File: src/lsu_cfg.svh
`ifndef LSU_CFG_SVH
`define LSU_CFG_SVH

// data path and address width
`define LSU_XLEN        64
`define LSU_ADDR_W      `LSU_XLEN

// fixed id on every transaction
`define LSU_ID_W        4
`define LSU_AXI_ID      4'h1

// sram model, read latency must be 2 or more
`define SRAM_DEPTH      256
`define SRAM_READ_LAT   2

// axi field encodings
`define AXI_BURST_INCR    2'b01
`define AXI_RESP_OKAY     2'b00
`define AXI_PROT_DATA     3'b000    // unprivileged, secure, data access
`define AXI_CACHE_NORMAL  4'b0010   // normal, non-cacheable, non-bufferable

`endif

File: src/lsu_pkg.sv
`include "lsu_cfg.svh"

package lsu_pkg;

    // access size, encoded the same way as axi size
    typedef enum logic [1:0] {
        SIZE_BYTE   = 2'd0,
        SIZE_HALF   = 2'd1,
        SIZE_WORD   = 2'd2,
        SIZE_DOUBLE = 2'd3
    } mem_size_e;

    typedef enum logic {
        MEM_LOAD  = 1'b0,
        MEM_STORE = 1'b1
    } mem_op_e;

    // request word from the pipeline
    typedef struct packed {
        mem_op_e                write;
        mem_size_e              size;
        logic                   is_unsigned;    // zero-extend loads
        logic [`LSU_ADDR_W-1:0] addr;
        logic [`LSU_XLEN-1:0]   wdata;          // store data, low bits
    } mem_req_t;

    // shared layout of the aw and ar channels
    typedef struct packed {
        logic [`LSU_ADDR_W-1:0] addr;
        logic [`LSU_ID_W-1:0]   id;
        logic [7:0]             len;
        logic [2:0]             size;
        logic [1:0]             burst;
        logic [2:0]             prot;
        logic [3:0]             cache;
    } axi_ax_t;

    typedef axi_ax_t axi_aw_t;
    typedef axi_ax_t axi_ar_t;

    typedef struct packed {
        logic [`LSU_XLEN-1:0]   data;
        logic [`LSU_XLEN/8-1:0] strb;
        logic                   last;
    } axi_w_t;

    typedef struct packed {
        logic [1:0]             resp;
        logic [`LSU_ID_W-1:0]   id;
    } axi_b_t;

    typedef struct packed {
        logic [`LSU_XLEN-1:0]   data;
        logic [1:0]             resp;
        logic                   last;
        logic [`LSU_ID_W-1:0]   id;
    } axi_r_t;

endpackage

File: src/mem_stage.sv
`include "lsu_cfg.svh"
`timescale 1ns/1ps

module mem_stage (
    input  logic                    mem_valid_i,
    input  lsu_pkg::mem_req_t       mem_req_i,
    output logic                    mem_done_o,
    output logic [`LSU_XLEN-1:0]    mem_rdata_o,

    output logic                    bus_valid_o,
    output logic                    bus_write_o,
    output logic [`LSU_ADDR_W-1:0]  bus_addr_o,
    output logic [`LSU_XLEN-1:0]    bus_wdata_o,
    output logic [`LSU_XLEN/8-1:0]  bus_strb_o,
    output logic [2:0]              bus_size_o,
    input  logic                    bus_done_i,
    input  logic [`LSU_XLEN-1:0]    bus_rdata_i
);
    import lsu_pkg::*;

    logic [2:0]                 byte_off;
    logic [5:0]                 bit_off;
    logic [`LSU_XLEN/8-1:0]     size_mask;
    logic [`LSU_XLEN-1:0]       load_word;

    assign byte_off = mem_req_i.addr[2:0];
    assign bit_off  = {byte_off, 3'b000};

    // bytes touched by the access, before lane shift
    always_comb begin
        case (mem_req_i.size)
            SIZE_BYTE: size_mask = 8'h01;
            SIZE_HALF: size_mask = 8'h03;
            SIZE_WORD: size_mask = 8'h0f;
            default:   size_mask = 8'hff;
        endcase
    end

    assign bus_valid_o = mem_valid_i;
    assign bus_write_o = (mem_req_i.write == MEM_STORE);
    assign bus_addr_o  = mem_req_i.addr;
    assign bus_size_o  = {1'b0, mem_req_i.size};   // enum matches axi size
    assign bus_strb_o  = size_mask << byte_off;
    assign bus_wdata_o = mem_req_i.wdata << bit_off;

    // bring the addressed lane down to bit 0
    assign load_word = bus_rdata_i >> bit_off;

    always_comb begin
        case (mem_req_i.size)
            SIZE_BYTE: begin
                if (mem_req_i.is_unsigned) begin
                    mem_rdata_o = {{(`LSU_XLEN-8){1'b0}}, load_word[7:0]};
                end else begin
                    mem_rdata_o = {{(`LSU_XLEN-8){load_word[7]}}, load_word[7:0]};
                end
            end
            SIZE_HALF: begin
                if (mem_req_i.is_unsigned) begin
                    mem_rdata_o = {{(`LSU_XLEN-16){1'b0}}, load_word[15:0]};
                end else begin
                    mem_rdata_o = {{(`LSU_XLEN-16){load_word[15]}}, load_word[15:0]};
                end
            end
            SIZE_WORD: begin
                if (mem_req_i.is_unsigned) begin  // lwu
                    mem_rdata_o = {{(`LSU_XLEN-32){1'b0}}, load_word[31:0]};
                end else begin
                    mem_rdata_o = {{(`LSU_XLEN-32){load_word[31]}}, load_word[31:0]};
                end
            end
            default: begin
                mem_rdata_o = load_word;    // doubleword, nothing to extend
            end
        endcase
    end

    assign mem_done_o = bus_done_i;

endmodule

File: config.mk
export PLATFORM = sky130hd
export DESIGN_NAME = mem_stage
export DESIGN_NICKNAME = d
export VERILOG_FILES = /design/src/lsu_pkg.sv /design/src/mem_stage.sv
export VERILOG_INCLUDE_DIRS = /design/src /design/src/src
export SDC_FILE = /design/constraint.sdc
export NUM_CORES = 1
export LEC_CHECK = 0
export BUFFER_PORTS_ARGS = -buffer_cell sky130_fd_sc_hd__buf_2
export CORE_AREA = 2 2 158 160
export DETAILED_ROUTE_END_ITERATION = 7
export DIE_AREA = 0 0 160 162
export SETUP_SLACK_MARGIN = 0.2
export SYNTH_ARGS = -nofsm -noshare
export SYNTH_HDL_FRONTEND = slang
export SYNTH_SLANG_ARGS = --single-unit
File: constraint.sdc
create_clock -name vclk -period 2.2
set_input_delay 0.11 -clock vclk [all_inputs]
set_output_delay 0.11 -clock vclk [all_outputs]
set_load 0.02 [all_outputs]
Word-level counts from Yosys, hierarchy flattened
Cells that the tools add are included.
- eq/ne operators: 2
- shift-type cells: 3
- multiplexer cells: 5
- reductions and logical operators: 1
- operators with widths (kind ; count):
    two-way mux 64 bit ; 3
    one-hot mux 64 bit (3 select lines) ; 1
    left shift 64 x 6 -> 64 bit ; 1
    >> shifter 64 x 6 -> 64 bit ; 1
    one-hot mux 8 bit (3 select lines) ; 1
    left shift 8 x 3 -> 8 bit ; 1
    == test 2 x 1 -> 1 bit (second input constant) ; 1
    == test 2 bit (second input constant) ; 1
    zero test 2 bit ; 1
- register bits after elaboration: 0
- input bits: 198
- output and inout bits: 206
- word-level logic and storage cells: 11

Longest topological paths before layout
- depth in word-level cells: 3
- gate-level depth with buffers: 8
- depth with buffers taken out: 4

Least setup slack after synthesis
Ideal clock, no wire load.
- path type: input to output
- start: in mem_req_i[65] (netlist bit)
- end: out bus_strb_o[4]
- arrival time: 1.465 ns
- data required time: 2.090 ns
- slack: 0.625 ns
- cell stages on the path: 6
- path buffers: 5
- path through: buf_6 > buf_6 > buf_6 > buf_4 > buf_2 > o32ai_1
- longest elaborated chain between the ends: 1
- RTL lines (item ; RTL line ; text):
    from (decl) ; mem_stage.sv:6 ; input lsu_pkg::mem_req_t mem_req_i,
    left shift 8 x 3 -> 8 bit ; mem_stage.sv:43 ; assign bus_strb_o = size_mask << byte_off;
    to (decl) ; mem_stage.sv:14 ; output logic [`LSU_XLEN/8-1:0] bus_strb_o,
No other way between the ends.

Worst setup path in the final report
- start: in mem_req_i[64] (netlist bit)
- end: out mem_rdata_o[21]
- longest elaborated chain between the ends: 3
- elaborated cells between the ends (all ways): 5
- classes of those cells: shift (1); mux (4)
- RTL lines (item ; RTL line ; text):
    >> shifter 64 x 6 -> 64 bit * ; mem_stage.sv:47 ; assign load_word = bus_rdata_i >> bit_off;
    two-way mux 64 bit, on equally long branches ; mem_stage.sv:66, mem_stage.sv:52, mem_stage.sv:59 ;
    one-hot mux 64 bit (3 select lines) * ; mem_stage.sv:50 ; case (mem_req_i.size)
    to (decl) ; mem_stage.sv:8 ; output logic [`LSU_XLEN-1:0] mem_rdata_o,
Every way passes the cells marked *; elsewhere a longest branch is shown, timed or not.

==> metrics <==
Final Max Slew Viols 0; largest net degree at the start of global routing 91; die height 162 microns; net switching power 1.04 mW; Setup crit end kind output port; Hold/Removal Path Class in -> out; highest clock rate ~550 MHz; total gr overflow 0; Syn. warnings 0; CP max FO 42; Placement Setup Slack 0.231 ns; syn_nets 853; P_int 0.683 mW; setup TNS 0 ns; Die Wd 160 microns; Gate power share 100.0%; Yosys top cell by area mux2i_1; final critical-path setup slack 0.368 ns; WL final 22100 microns; post-cts hold buffer count 0; placed cell area 0.00617 sq mm; crit path time final 1.83 ns; Switching Share between 60% and 70%; Worst Min Path Start mem_req_i[102]; Worst Hold Path EP bus_addr_o[38]; routability cong. 0.920; I/O Buffers ~280; Slew @ Worst Pin 0.581 ns; maxcap violations 0; syn avg cell area 7.89 sq um; I/O pin total 404; fin nets 1016; hold depth 0; antenna violations before repair 0; commonest cells in the netlist mux2i_1, buf_4, nor2_1, nand2_1, o21ai_0; overall routing resource usage 15.7%; Yosys top cell area share about a quarter; Register Area 0 sq um; first-pass GRT wire length 32600 microns; relative slew slack 61.2%; Setup violations, final 0; Finished Cell Area roughly 0.0062 sq mm; Flop pwr share 0%; FP Rows 57; Antenna Cells 0; Via density 5.05; Initial DRC Count 428; clock buffers 0; Yosys cell types 48; Post-Syn Area 0.00517 sq mm; Pleak 3.18 nW; vias after detailed routing 5760; unrepaired setup endpoints after global routing no; most instantiated library cell after synthesis mux2i_1; PwrDens 278 mW/mm^2; outcome finished clean; worst path required time 2.09 ns; Starting Density approximately 21%; Synth-to-Final Area Change 19.6%; Seq cells 0; die area 0.0259 sq mm; synth top area cells mux2i_1, buf_4, mux2_2; DRC Markers 0; startpoint types input pin; Final ANT Viol Nets 0; Final Hold Violating Endpoints 0; final cycle utilization of the critical path 83.3%; worst vdd ir 0.0936 mV; Pre-Repair DR Iteration Count 5; Post-CTS Setup Repair Bufs 0; clock network fraction of total power 0%; Critical Path AT ~1.7 ns; Seq/Total Area, Yosys 0%; Mapped Cells 655; CTS resizes 0; hpwl dp 17600 microns; share of cells above drive strength 1 45.7%; placeable core area 0.0241 sq mm; WS Path Type in -> out; vias in the first global route ~5500; drt wl/cell about 19 microns
-- stage by stage --
step,utilization [%],std cells,total power [mW],hold slack [ns]
6_report,25.6,1140,1.72,0.220
4_1_cts,25.6,1140,1.72,0.220
5_1_grt,25.6,1140,1.84,0.220
3_3_place_gp,25.6,1140,1.71,0.220
3_5_place_dp,25.6,1140,1.71,0.220
2_1_floorplan,-,655,1.31,0.333
-- logic make-up after synthesis --
kind of cell | count (synthesis) | share of synthesized area, %
simple gates | 191 | 18.2
buf+inv | 145 | 22.0
mux | 181 | 41.6
compound gates | 137 | 18.1
other cells | 1 | 0.0726
-- power by group through the flow --
stage / registers (mW) / logic [mW] / clock network, mW
6_report: 0 / 1.72 / 0
5_1_grt: 0 / 1.84 / 0
4_1_cts: 0 / 1.72 / 0
3_5_place_dp: 0 / 1.71 / 0
3_3_place_gp: 0 / 1.71 / 0
2_1_floorplan: 0 / 1.31 / 0
-- worst max path at each step --
stage | start | end
5_1_grt | mem_req_i[64] | mem_rdata_o[8]
3_3_place_gp | mem_req_i[66] | mem_rdata_o[21]
2_1_floorplan | mem_req_i[65] | bus_strb_o[4]
3_5_place_dp | mem_req_i[66] | mem_rdata_o[21]
6_report | mem_req_i[64] | mem_rdata_o[21]
4_1_cts | mem_req_i[66] | mem_rdata_o[21]
-- cells in the final DEF (no fill, tap or decap), drive strengths merged, types with 3 or more instances in the layout --
cell	synthesis	layout
buf	140	305
mux2i	127	127
nor2	63	63
nand2	54	54
o21ai	44	44
mux2	32	32
a21oi	28	28
nand4	26	26
mux4	22	22
o22ai	17	17
nand3	12	12
nor2b	12	12
o2bb2ai	9	9
o2111ai	8	8
and2	8	8
o211ai	8	8
a2bb2oi	7	7
o22a	7	7
nand2b	6	6
a211oi	3	3
a22oi	3	3
nor3	3	3
nor3b	3	3
-- metal layers --
| metal | vias to the layer above | global-route usage (%) | share of wire [%] |
|---|---|---|---|
| met2 | 336 | 28.2 | 48 |
| met3 | 50 | 2.04 | 7.0 |
| met5 | - | 0 | 0 |
| met1 | 2687 | 18.8 | 41 |
| li1 | 2687 | - | - |
| met4 | 0 | 6.51 | 4.4 |
-- area by class of cell --
cell class	count	area, sq um
Multi-Input combinational cell	510	4040
Fill cell	2753	17900
Tap cell	324	405
Inverter	1	3.75
Timing Repair Buffer	305	1730
-- critical path, cell delays in order --
cell     delay, ns
buf_6         0.23
buf_12        0.28
mux4_2        0.34
nor2b_1       0.15
o21ai_1       0.26
nand3_1       0.14
buf_2         0.18
Note: power is estimated with default switching activity, not from simulation.
