<file path="src/lsu_cfg.svh">
`ifndef LSU_CFG_SVH
`define LSU_CFG_SVH

// data path and address width
`define LSU_XLEN        64
`define LSU_ADDR_W      `LSU_XLEN

// fixed id on every transaction
`define LSU_ID_W        4
`define LSU_AXI_ID      4'h1

// sram model, read latency must be 2 or more
`define SRAM_DEPTH      256
`define SRAM_READ_LAT   2

// axi field encodings
`define AXI_BURST_INCR    2'b01
`define AXI_RESP_OKAY     2'b00
`define AXI_PROT_DATA     3'b000    // unprivileged, secure, data access
`define AXI_CACHE_NORMAL  4'b0010   // normal, non-cacheable, non-bufferable

`endif

</file>
<file path="src/lsu_pkg.sv">
`include "lsu_cfg.svh"

package lsu_pkg;

    // access size, encoded the same way as axi size
    typedef enum logic [1:0] {
        SIZE_BYTE   = 2'd0,
        SIZE_HALF   = 2'd1,
        SIZE_WORD   = 2'd2,
        SIZE_DOUBLE = 2'd3
    } mem_size_e;

    typedef enum logic {
        MEM_LOAD  = 1'b0,
        MEM_STORE = 1'b1
    } mem_op_e;

    // request word from the pipeline
    typedef struct packed {
        mem_op_e                write;
        mem_size_e              size;
        logic                   is_unsigned;    // zero-extend loads
        logic [`LSU_ADDR_W-1:0] addr;
        logic [`LSU_XLEN-1:0]   wdata;          // store data, low bits
    } mem_req_t;

    // shared layout of the aw and ar channels
    typedef struct packed {
        logic [`LSU_ADDR_W-1:0] addr;
        logic [`LSU_ID_W-1:0]   id;
        logic [7:0]             len;
        logic [2:0]             size;
        logic [1:0]             burst;
        logic [2:0]             prot;
        logic [3:0]             cache;
    } axi_ax_t;

    typedef axi_ax_t axi_aw_t;
    typedef axi_ax_t axi_ar_t;

    typedef struct packed {
        logic [`LSU_XLEN-1:0]   data;
        logic [`LSU_XLEN/8-1:0] strb;
        logic                   last;
    } axi_w_t;

    typedef struct packed {
        logic [1:0]             resp;
        logic [`LSU_ID_W-1:0]   id;
    } axi_b_t;

    typedef struct packed {
        logic [`LSU_XLEN-1:0]   data;
        logic [1:0]             resp;
        logic                   last;
        logic [`LSU_ID_W-1:0]   id;
    } axi_r_t;

endpackage

</file>
<file path="src/axi_ls.sv">
`include "lsu_cfg.svh"
`timescale 1ns/1ps

module axi_ls (
    input  logic                    clock,
    input  logic                    reset,

    input  logic                    wr_valid_i,
    input  logic                    rd_valid_i,
    input  logic [`LSU_ADDR_W-1:0]  addr_i,
    input  logic [`LSU_XLEN-1:0]    wdata_i,
    input  logic [`LSU_XLEN/8-1:0]  wstrb_i,
    input  logic [2:0]              size_i,
    output logic                    wr_ok_o,
    output logic                    rd_ok_o,
    output logic [`LSU_XLEN-1:0]    rdata_o,

    output lsu_pkg::axi_aw_t        aw_o,
    output logic                    aw_valid_o,
    input  logic                    aw_ready_i,
    output lsu_pkg::axi_w_t         w_o,
    output logic                    w_valid_o,
    input  logic                    w_ready_i,
    input  lsu_pkg::axi_b_t         b_i,
    input  logic                    b_valid_i,
    output logic                    b_ready_o,
    output lsu_pkg::axi_ar_t        ar_o,
    output logic                    ar_valid_o,
    input  logic                    ar_ready_i,
    input  lsu_pkg::axi_r_t         r_i,
    input  logic                    r_valid_i,
    output logic                    r_ready_o
);
    import lsu_pkg::*;

    // gray coded, one bit changes per step
    localparam logic [1:0] W_IDLE = 2'b00;
    localparam logic [1:0] W_ADDR = 2'b01;
    localparam logic [1:0] W_DATA = 2'b11;
    localparam logic [1:0] W_RESP = 2'b10;

    localparam logic [1:0] R_IDLE = 2'b00;
    localparam logic [1:0] R_ADDR = 2'b01;
    localparam logic [1:0] R_DATA = 2'b11;
    localparam logic [1:0] R_DONE = 2'b10;

    logic [1:0]                 w_state;
    logic [1:0]                 w_state_next;
    logic [1:0]                 r_state;
    logic [1:0]                 r_state_next;
    logic [`LSU_ADDR_W-1:0]     addr_q;         // address of the last issued request
    logic                       addr_hit;
    logic                       wr_resp_q;      // b seen for this write
    logic [`LSU_XLEN-1:0]       rdata_q;
    logic                       aw_hs;
    logic                       w_hs;
    logic                       b_hs;
    logic                       ar_hs;
    logic                       r_hs;

    assign aw_hs    = aw_valid_o & aw_ready_i;
    assign w_hs     = w_valid_o & w_ready_i;
    assign b_hs     = b_valid_i & b_ready_o & (b_i.id == `LSU_AXI_ID);
    assign ar_hs    = ar_valid_o & ar_ready_i;
    assign r_hs     = r_valid_i & r_ready_o;
    assign addr_hit = (addr_i == addr_q);

    always_ff @(posedge clock or negedge reset) begin
        if (!reset) begin
            w_state <= W_IDLE;
            r_state <= R_IDLE;
        end else begin
            w_state <= w_state_next;
            r_state <= r_state_next;
        end
    end

    always_comb begin
        w_state_next = w_state;
        case (w_state)
            W_IDLE: if (wr_valid_i) w_state_next = W_ADDR;
            W_ADDR: if (aw_hs) w_state_next = W_DATA;
            W_DATA: if (w_hs) w_state_next = W_RESP;
            default: begin
                if (!wr_valid_i) begin
                    w_state_next = W_IDLE;
                end else if (wr_resp_q && !addr_hit) begin
                    w_state_next = W_ADDR;  // new address, restart
                end
            end
        endcase
    end

    // cleared on any step out of the response state
    always_ff @(posedge clock or negedge reset) begin
        if (!reset) begin
            wr_resp_q <= 1'b0;
        end else if (w_state != W_RESP) begin
            wr_resp_q <= 1'b0;
        end else if (b_hs) begin
            wr_resp_q <= 1'b1;
        end
    end

    always_comb begin
        r_state_next = r_state;
        case (r_state)
            R_IDLE: if (rd_valid_i) r_state_next = R_ADDR;
            R_ADDR: if (ar_hs) r_state_next = R_DATA;
            R_DATA: if (r_hs) r_state_next = R_DONE;
            default: begin
                if (!rd_valid_i) begin
                    r_state_next = R_IDLE;
                end else if (!addr_hit) begin
                    r_state_next = R_ADDR;
                end
            end
        endcase
    end

    always_ff @(posedge clock) begin
        if (aw_hs || ar_hs) begin
            addr_q <= addr_i;
        end
        if (r_hs) begin
            rdata_q <= r_i.data;
        end
    end

    assign aw_valid_o = (w_state == W_ADDR);
    assign w_valid_o  = (w_state == W_DATA);
    assign b_ready_o  = (w_state == W_RESP) && !wr_resp_q;
    assign ar_valid_o = (r_state == R_ADDR);
    assign r_ready_o  = (r_state == R_DATA);

    // done only while the same request is still held
    assign wr_ok_o = (w_state == W_RESP) && wr_resp_q && wr_valid_i && addr_hit;
    assign rd_ok_o = (r_state == R_DONE) && rd_valid_i && addr_hit;
    assign rdata_o = rd_ok_o ? rdata_q : '0;

    // single beat, payload straight from the held request
    assign aw_o = '{addr: addr_i, id: `LSU_AXI_ID, len: 8'd0, size: size_i,
                    burst: `AXI_BURST_INCR, prot: `AXI_PROT_DATA, cache: `AXI_CACHE_NORMAL};
    assign ar_o = '{addr: addr_i, id: `LSU_AXI_ID, len: 8'd0, size: size_i,
                    burst: `AXI_BURST_INCR, prot: `AXI_PROT_DATA, cache: `AXI_CACHE_NORMAL};
    assign w_o  = '{data: wdata_i, strb: wstrb_i, last: 1'b1};

endmodule

</file>
<file path="config.mk">
export PLATFORM = sky130hd
export DESIGN_NAME = axi_ls
export DESIGN_NICKNAME = d
export VERILOG_FILES = /design/src/lsu_pkg.sv /design/src/axi_ls.sv
export VERILOG_INCLUDE_DIRS = /design/src /design/src/src
export SDC_FILE = /design/constraint.sdc
export NUM_CORES = 1
export LEC_CHECK = 0
export ABC_AREA = 1
export BUFFER_PORTS_ARGS = -buffer_cell sky130_fd_sc_hd__buf_2
export CORE_AREA = 8 8 207 209
export CTS_BUF_LIST = sky130_fd_sc_hd__clkbuf_8
export DETAILED_ROUTE_END_ITERATION = 10
export DIE_AREA = 0 0 215 217
export GPL_TIMING_DRIVEN = 0
export PLACE_DENSITY = 0.51
export SLEW_MARGIN = 20
export SYNTH_ARGS = -nofsm -noshare
export SYNTH_HDL_FRONTEND = slang
export SYNTH_SLANG_ARGS = --single-unit
</file>
<file path="constraint.sdc">
create_clock -name clock -period 3.5 [get_ports clock]
set_input_delay 0.7 -clock clock [delete_from_list [all_inputs] [get_ports clock]]
set_output_delay 0.7 -clock clock [all_outputs]
set_load 0.05 [all_outputs]
</file>
# Yosys cells after proc, flatten, opt, wreduce, memory -nomap -nowiden
# Index checks and enable logic that the tools add are counted.
# W data, S select, Z words.
# word_totals
wordCells	58
regBits	133
input_bits	225
output_inout_bits	320
# op_classes
n_bitwise	6
eq_ne	17
n_reduce_logical	15
n_mux	15
# ops
cell	n
$eq A64 B64 Y1	1
$mux W64	1
$mux W2	10
$pmux W2 S3	2
$eq A2 B2 Y1 const B	4
$ne A2 B1 Y1 const B	4
$reduce_and A4 Y1	2
$logic_and A1 B1 Y1	7
$and A1 B1 Y1	6
$ne A2 B2 Y1 const B	3
$ne A5 B1 Y1 const B	1
$ne A5 B4 Y1 const B	1
$eq A2 B1 Y1 const B	2
$eq A4 B1 Y1 const B	1
$logic_not A2 Y1	2
$logic_not A1 Y1	2
$mux W1	2
$reduce_bool A2 Y1	1
$logic_or A1 B1 Y1	1

# Logic depth before layout (Yosys ltp)
# Gate-level depths: netlist (run 1).
# depth
depth_word	6
depth_mapped	14
ltp_nobuf	14

# Worst setup path after synthesis (run 1)
# Ideal clock, no wire load.
# synth_timing
path_type	input port to flip-flop
from	in r_valid_i
to	reg rdata_q[0] (enable)
arrival_ns	3.409
path_buffers	0
slack_ns	-0.395
setup_ns	0.486
required_ns	3.014
stages	2
path_cell_list	inv_1 -> nor2_1
# synth_between
elab_chain_len	1
# synth_rtl
element	line	text
start: declaration	axi_ls.sv:31	input logic r_valid_i,
$and A1 B1 Y1	axi_ls.sv:65	assign r_hs = r_valid_i & r_ready_o;
named net r_hs	axi_ls.sv:59	logic r_hs;
end signal: assignment	axi_ls.sv:126	rdata_q <= r_i.data;
end: declaration	axi_ls.sv:54	logic [`LSU_XLEN-1:0] rdata_q;
# The timed path passes the listed nets, and every way through them passes these cells.
# A chain may end at the register's enable or synchronous reset.

# Worst setup path in the final report (run 1)
# layout_timing
from	reg addr_q[21]
to	out rdata_o[37]
# layout_between
elab_chain_len	3
# layout_rtl
element	line	text
start: declaration	axi_ls.sv:51	logic [`LSU_ADDR_W-1:0] addr_q;
start signal: assignment	axi_ls.sv:123	addr_q <= addr_i;
$eq A64 B64 Y1	axi_ls.sv:66	assign addr_hit = (addr_i == addr_q);
$logic_and A1 B1 Y1	axi_ls.sv:138	assign rd_ok_o = (r_state == R_DONE) && rd_valid_i && addr_hit;
$mux W64	axi_ls.sv:139	assign rdata_o = rd_ok_o ? rdata_q : '0;
end: declaration	axi_ls.sv:16	output logic [`LSU_XLEN-1:0] rdata_o,
# Every way passes these cells.

==> summary.txt, run 1 <==
Yosys
  • Post-Syn Instances: 896
  • Yosys reg bits: 133
  • EDFF count, synth: approximately 130
  • Most frequent cell after synthesis: buf_4
  • Netlist cell types: 22
  • Main synth FF type: edfxtp_1
  • Top-area cell type share of the netlist area: 47.8%
  • Warnings, synthesis: 0
  • Dominant cells by area after synthesis: edfxtp_1 48%, buf_4 23%, inv_1 7.9%
  • Post-synth top area cell: edfxtp_1
  • Sequential share of the synthesized area: slightly below 50%
  • Mean Syn Cell Area: 8.98 um^2
  • Post-Syn Area: between 0.008 and 0.009 mm^2
  • Asr flop ratio synth: 3.76%
  • Post-synth top cells: 249 x buf_4, 169 x inv_1, 160 x nand2_1, 130 x nor2_1, 128 x edfxtp_1

Clock network
  • CTS tree: built
  • Sink Count: about 130
  • Clk Latency, worst-skew pair: ~0.46 ns
  • H-tree level count: 4
  • Clock buffer depth: 2
  • Clk root buf: clkbuf_8
  • Total CTS buffers: 17
  • Clk pin slew, worst setup/hold paths: 0.09 ns

Finish
  • Core Util, Final: 29.2%
  • Area Growth Syn to Fin: 43.2%
  • Layout net count: approximately 1600
  • Share of cells above drive strength 1: roughly 53%
  • Final non-filler cell total: 1918

Placement
  • Post-placement cell count: roughly 1900
  • Dpl hpwl: between 20000 and 25000 um
  • Number of port buffers: roughly 420
  • Gpl congestion: between 0.7 and 0.8
  • DP Worst Slack: -0.0836 ns

Floorplanning
  • # rows: 73
  • Core Region: about 0.04 mm^2
  • Die area: approximately 0.047 mm^2
  • I/O Pins: 545
  • Die Wd: between 200 and 250 um
  • Starting density of the core: around 20%
  • Die height: between 200 and 250 um

Critical path
  • CP startpoint kind: flip-flop
  • R2R depth: 12
  • Crit path launch: addr_q[21]
  • Crit-path max FO: 10
  • Worst setup path end: rdata_o[37]
  • Worst R2R Setup Slack: ~1.7 ns
  • Reg2reg start: addr_q[21]
  • Worst flop-to-flop path endpoint: r_state[1]
  • Worst EP required: 2.80 ns
  • Critical path endpoint category: output pin
  • Arr. time, crit path: 2.53 ns
  • Setup CP Type: flip-flop to output pin

Status
  • Status: complete, no violations

Global route
  • Vias in the first global route: roughly 6700
  • Largest net degree at the start of global routing: 48
  • Initial antenna violation count: 11
  • First-pass GRT wire length: slightly above 40000 um
  • GRT Residual Overflow: 0
  • Gr usage total: between 10% and 20%

Power and ir drop
  • Pwr/cell area: 496 mW/mm^2
  • Post-route total power: 0.00571 W
  • VDD IR max: about 0.21 mV
  • Lkg Pwr: 6.36 nW

Timing
  • Worst Skew: between 0.01 and 0.015 ns
  • Final setup slack of the worst path: 0.268 ns
  • Fmax: approximately 310 MHz
  • RSZ-0062 raised after global routing: no
  • Period minus WS final: about 3.2 ns
  • Final Setup Violations: 0
  • Final Hold Viols: 0
  • Hold_ws: approximately 0.40 ns
  • Final Max Slew Viols: 0
  • Part of the cycle the worst path needs: 92.3%

Drt
  • Drc violations: 0
  • Vias/cell: around 3.5
  • Via count: approximately 6700
  • Antenna Nets Post-Route: 0
  • Final WL: 28600 um
  • Drt first pass iters: 4
  • Routed len/inst: between 10 and 15 um
  • DR iter-0 viols: between 200 and 250

Flow run
  • Max Cap Violations: 0

Min path
  • Hold Path Class: input pin to flip-flop
## area by class of cell
class,instances,area (um^2)
fillers,4224,27900
flip-flops and latches,133,3970
repair buffers,422,2240
plain buffers,256,1950
multi-input cells,379,1690
well taps,525,657
inverters,169,634
clock buffers,17,234
clock inverters,15,155
diodes,2,5.00
## metrics by stage
step,setup TNS [ns],area [um^2]
finish,0,11500
global route,0,11500
CTS,0,11500
detailed placement,-1.32,11100
global placement,-52.46,10900
floorplan,0,8200
## kinds of logic after synthesis
| logic type | after synthesis | share of synthesized area, % |
|---|---|---|
| xor gates and xnor gates | 10 | 1.09 |
| buffers and inverters | 425 | 32.0 |
| AOI/OAI and AO/OA | 6 | 0.498 |
| and+or+nand+nor | 320 | 17.0 |
| DFF | 133 | 49.3 |
| other | 2 | 0.0933 |
## how the worst min path moves through the flow
stage,endpoint,slack [ns],cells after the start,start
floorplan,r_state[0],0.40,0,reset
global placement,wr_resp_q,0.53,1,reset
detailed placement,r_state[1],0.53,1,reset
CTS,rdata_q[51],0.33,1,r_i[58]
global route,rdata_q[44],0.33,1,r_i[51]
finish,rdata_q[4],0.40,1,r_i[11]
## timing repair
action	CTS	global route
hold buffers	1	0
cloned	0	0
endpoints found under the setup margin	60	48
setup buffers	0	0
endpoints found under the hold margin	5	0
pin swaps	0	0
resized for setup	9	10
## routing by layer
layer	global-route usage, %	vias up	wire length [um]
met5	0	-	27
met4	3.11	6	322
met3	4.90	30	2300
met2	22.1	297	15500
met1	11.8	2972	10400
li1	-	3351	-
## sequential cells by signal (all words and copies together) (netlist names)
name	count
r_state	2
w_state	2
wr_resp_q	1
rdata_q	64
addr_q	64
## placed cells by master (no fill, tap or decap), drive strengths merged
cell type and count:
edfxtp 128, conb 43, bufinv 2, o31ai 1, nor3 2, clkinvlp 1
clkbuf 26, o21ai 2, a22o 1, xor2 10, nand3 4, inv 173
dlygate4sd3 1, diode 2, or2 1, nor4 2, o21bai 1, buf 668
clkinv 8, nor2 151, nand2 160, dfrtp 5, a31oi 1
## worst max-delay path, stage by stage (launching register included)
cell and delay [ns]:
edfxtp_1 0.39, nor2_1 0.11, nor2_1 0.06, nor2_1 0.09, nand2_1 0.09, nor2_1 0.15, nand2_1 0.16, nor2_4 0.18
nand3_2 0.12, buf_6 0.18, buf_8 0.17, nor2_4 0.08, buf_2 0.27
## power by group
| part | leakage (nW) | switching (W) | internal [W] | total (W) |
|---|---|---|---|---|
| Clock | 0.200 | 0.000697 | 0.000636 | 0.00133 |
| Sequential | 1.25 | 0.000143 | 0.00222 | 0.00236 |
| Combinational | 4.91 | 0.00140 | 0.000621 | 0.00202 |
Power figures use the tool's default switching activity.
==> inputs of run 2 (changes only) <==
- PLACE_DENSITY: 0.51 -> 0.49
- clock period: 3.5 -> 4.02 ns (I/O delays scaled with it)
==> summary.txt, run 2 (synthesized netlist as in run 1, its figures left out) <==
Floorplanning
  • # rows: 73
  • Die Wd: between 200 and 250 um
  • I/O Pins: between 500 and 600
  • Core Region: a little under 0.04 mm^2
  • Die area: 0.0467 mm^2
  • Starting density of the core: 20.4%
  • Die height: 217 um

Timing
  • Fmax: approximately 270 MHz
  • Final Setup Violations: 0
  • Period minus WS final: 3.68 ns
  • Worst Max-Slew Pin Slew: roughly 0.65 ns
  • Part of the cycle the worst path needs: roughly 92%
  • Final setup slack of the worst path: about 0.34 ns
  • Max-slew headroom: 56.9%
  • Final Hold Viols: 0
  • Final Max Slew Viols: 0
  • RSZ-0062 raised after global routing: no
  • Worst Skew: ~0.011 ns

Placement
  • DP Worst Slack: just under 0.09 ns
  • Placed Area: 0.0111 mm^2
  • Gpl congestion: around 0.75
  • Post-placement cell count: 1883
  • Number of port buffers: 417
  • Dpl hpwl: between 20000 and 25000 um

Clock network
  • Clk Latency, worst-skew pair: approximately 0.46 ns
  • Hold_buf cts: 0
  • Clk root buf: clkbuf_8
  • Number of gates resized after cts: 0
  • Clock buffer depth: 2
  • Sink Count: approximately 130
  • Clk pin slew, worst setup/hold paths: 0.09 ns
  • Postcts setup bufs: 0
  • Total CTS buffers: 17
  • CTS tree: built
  • H-tree level count: 4

Finish
  • Final non-filler cell total: 1917
  • Layout net count: approximately 1600
  • Core Util, Final: between 20% and 30%
  • Area Growth Syn to Fin: 42.6%
  • Most frequent cells in the layout: 417 x buf_2, 249 x buf_4, 170 x inv_1
  • Final Cell Area: approximately 0.011 mm^2
  • Share of cells above drive strength 1: around 52%
  • Top flop regs: addr_q x64, rdata_q x64
  • Commonest non-fill, non-tap cell in the layout: buf_2
  • # fillers: 4227

Min path
  • Hold Path Class: input pin to asynchronous set/reset pin

Drt
  • Drt first pass iters: 4
  • DR iter-0 viols: roughly 220
  • Routed len/inst: around 15 um
  • Final WL: just under 30000 um
  • Via count: between 6000 and 7000
  • Vias/cell: approximately 3.4
  • Antenna Nets Post-Route: 0
  • Drc violations: 0

Global route
  • Vias in the first global route: slightly below 7000
  • GR Layer Usage met1: between 10% and 20%
  • First-pass GRT wire length: ~42000 um
  • GRT Residual Overflow: 0
  • Grt met3 use: 5.17%
  • Initial antenna violation count: 5
  • GR Util met2: roughly 23%
  • Largest net degree at the start of global routing: 53
  • Busiest layer in global routing: met2
  • Gr usage total: about an eighth

Critical path
  • Critical path endpoint category: output pin
  • Crit-path max FO: 10
  • Setup CP Type: input pin to output pin
  • Arr. time, crit path: roughly 2.9 ns
  • CP startpoint kind: input pin
  • Worst EP required: between 3 and 4 ns

Status
  • Status: complete, no violations

Power and ir drop
  • Lkg Pwr: ~6.4 nW
  • VDD IR max: 0.197 mV
  • Pwr/cell area: about 440 mW/mm^2
  • Post-route total power: around 0.0050 W

Flow run
  • Max Cap Violations: 0
[run 2: final cells by class]
| cell class | instances | area, um^2 | share of cell area [%] |
|---|---|---|---|
| diodes | 3 | 7.51 | 0.0654 |
| plain buffers | 256 | 1940 | 16.9 |
| clock buffers | 17 | 234 | 2.04 |
| clock inverters | 14 | 161 | 1.41 |
| inverters | 169 | 634 | 5.53 |
| multi-input cells | 379 | 1670 | 14.6 |
| flip-flops and latches | 133 | 3970 | 34.6 |
| well taps | 525 | 657 | 5.72 |
| repair buffers | 421 | 2200 | 19.1 |
[run 2: path summary, 6_finish.rpt]
path	start	cells after the start	slack [ns]	end
worst max-delay path	addr_i[20]	13	0.34	rdata_o[6]
worst min-delay path	reset	1	0.16	wr_resp_q
worst max register to register	addr_q[21]	11	2.08	r_state[1]
worst min register to register	w_state[1]	2	0.57	w_state[1]
max in group asynchronous	reset	1	3.70	r_state[0]
min in group clock	r_i[9]	1	0.51	rdata_q[2]
[run 2: report_power, final]
group / switching [W] / leakage, nW / internal, W / total, W
Combinational: 0.00122 / 4.91 / 0.000539 / 0.00176
Sequential: 0.000124 / 1.25 / 0.00193 / 0.00205
Clock: 0.000600 / 0.197 / 0.000606 / 0.00121
[run 2: per-layer routing]
| layer | wire [um] | part of all wire (%) | vias to the layer above |
|---|---|---|---|
| li1 | - | - | 3346 |
| met1 | 10700 | 37 | 2899 |
| met4 | 349 | 1.2 | 2 |
| met3 | 2390 | 8.2 | 15 |
| met2 | 15700 | 54 | 279 |
| met5 | 10 | 0.034 | - |
[run 2: through the flow]
step                      hold WS, ns  TNS [ns]
final                           0.155         0
after global routing            0.105         0
after CTS                      0.0961         0
after detailed placement        0.554         0
after global placement          0.535   -110.80
after floorplan                 0.503         0
[run 2: worst max-delay path, cell delays in order]
cell      delay [ns]
buf_2           0.13
inv_1           0.05
nand2_1         0.05
nand2_1         0.04
nor2_1          0.13
nand2_1         0.09
nor2_1          0.14
nand2_1         0.11
nor2_1          0.25
nand3_1         0.18
clkbuf_1        0.34
nor2_1          0.24
buf_2           0.30
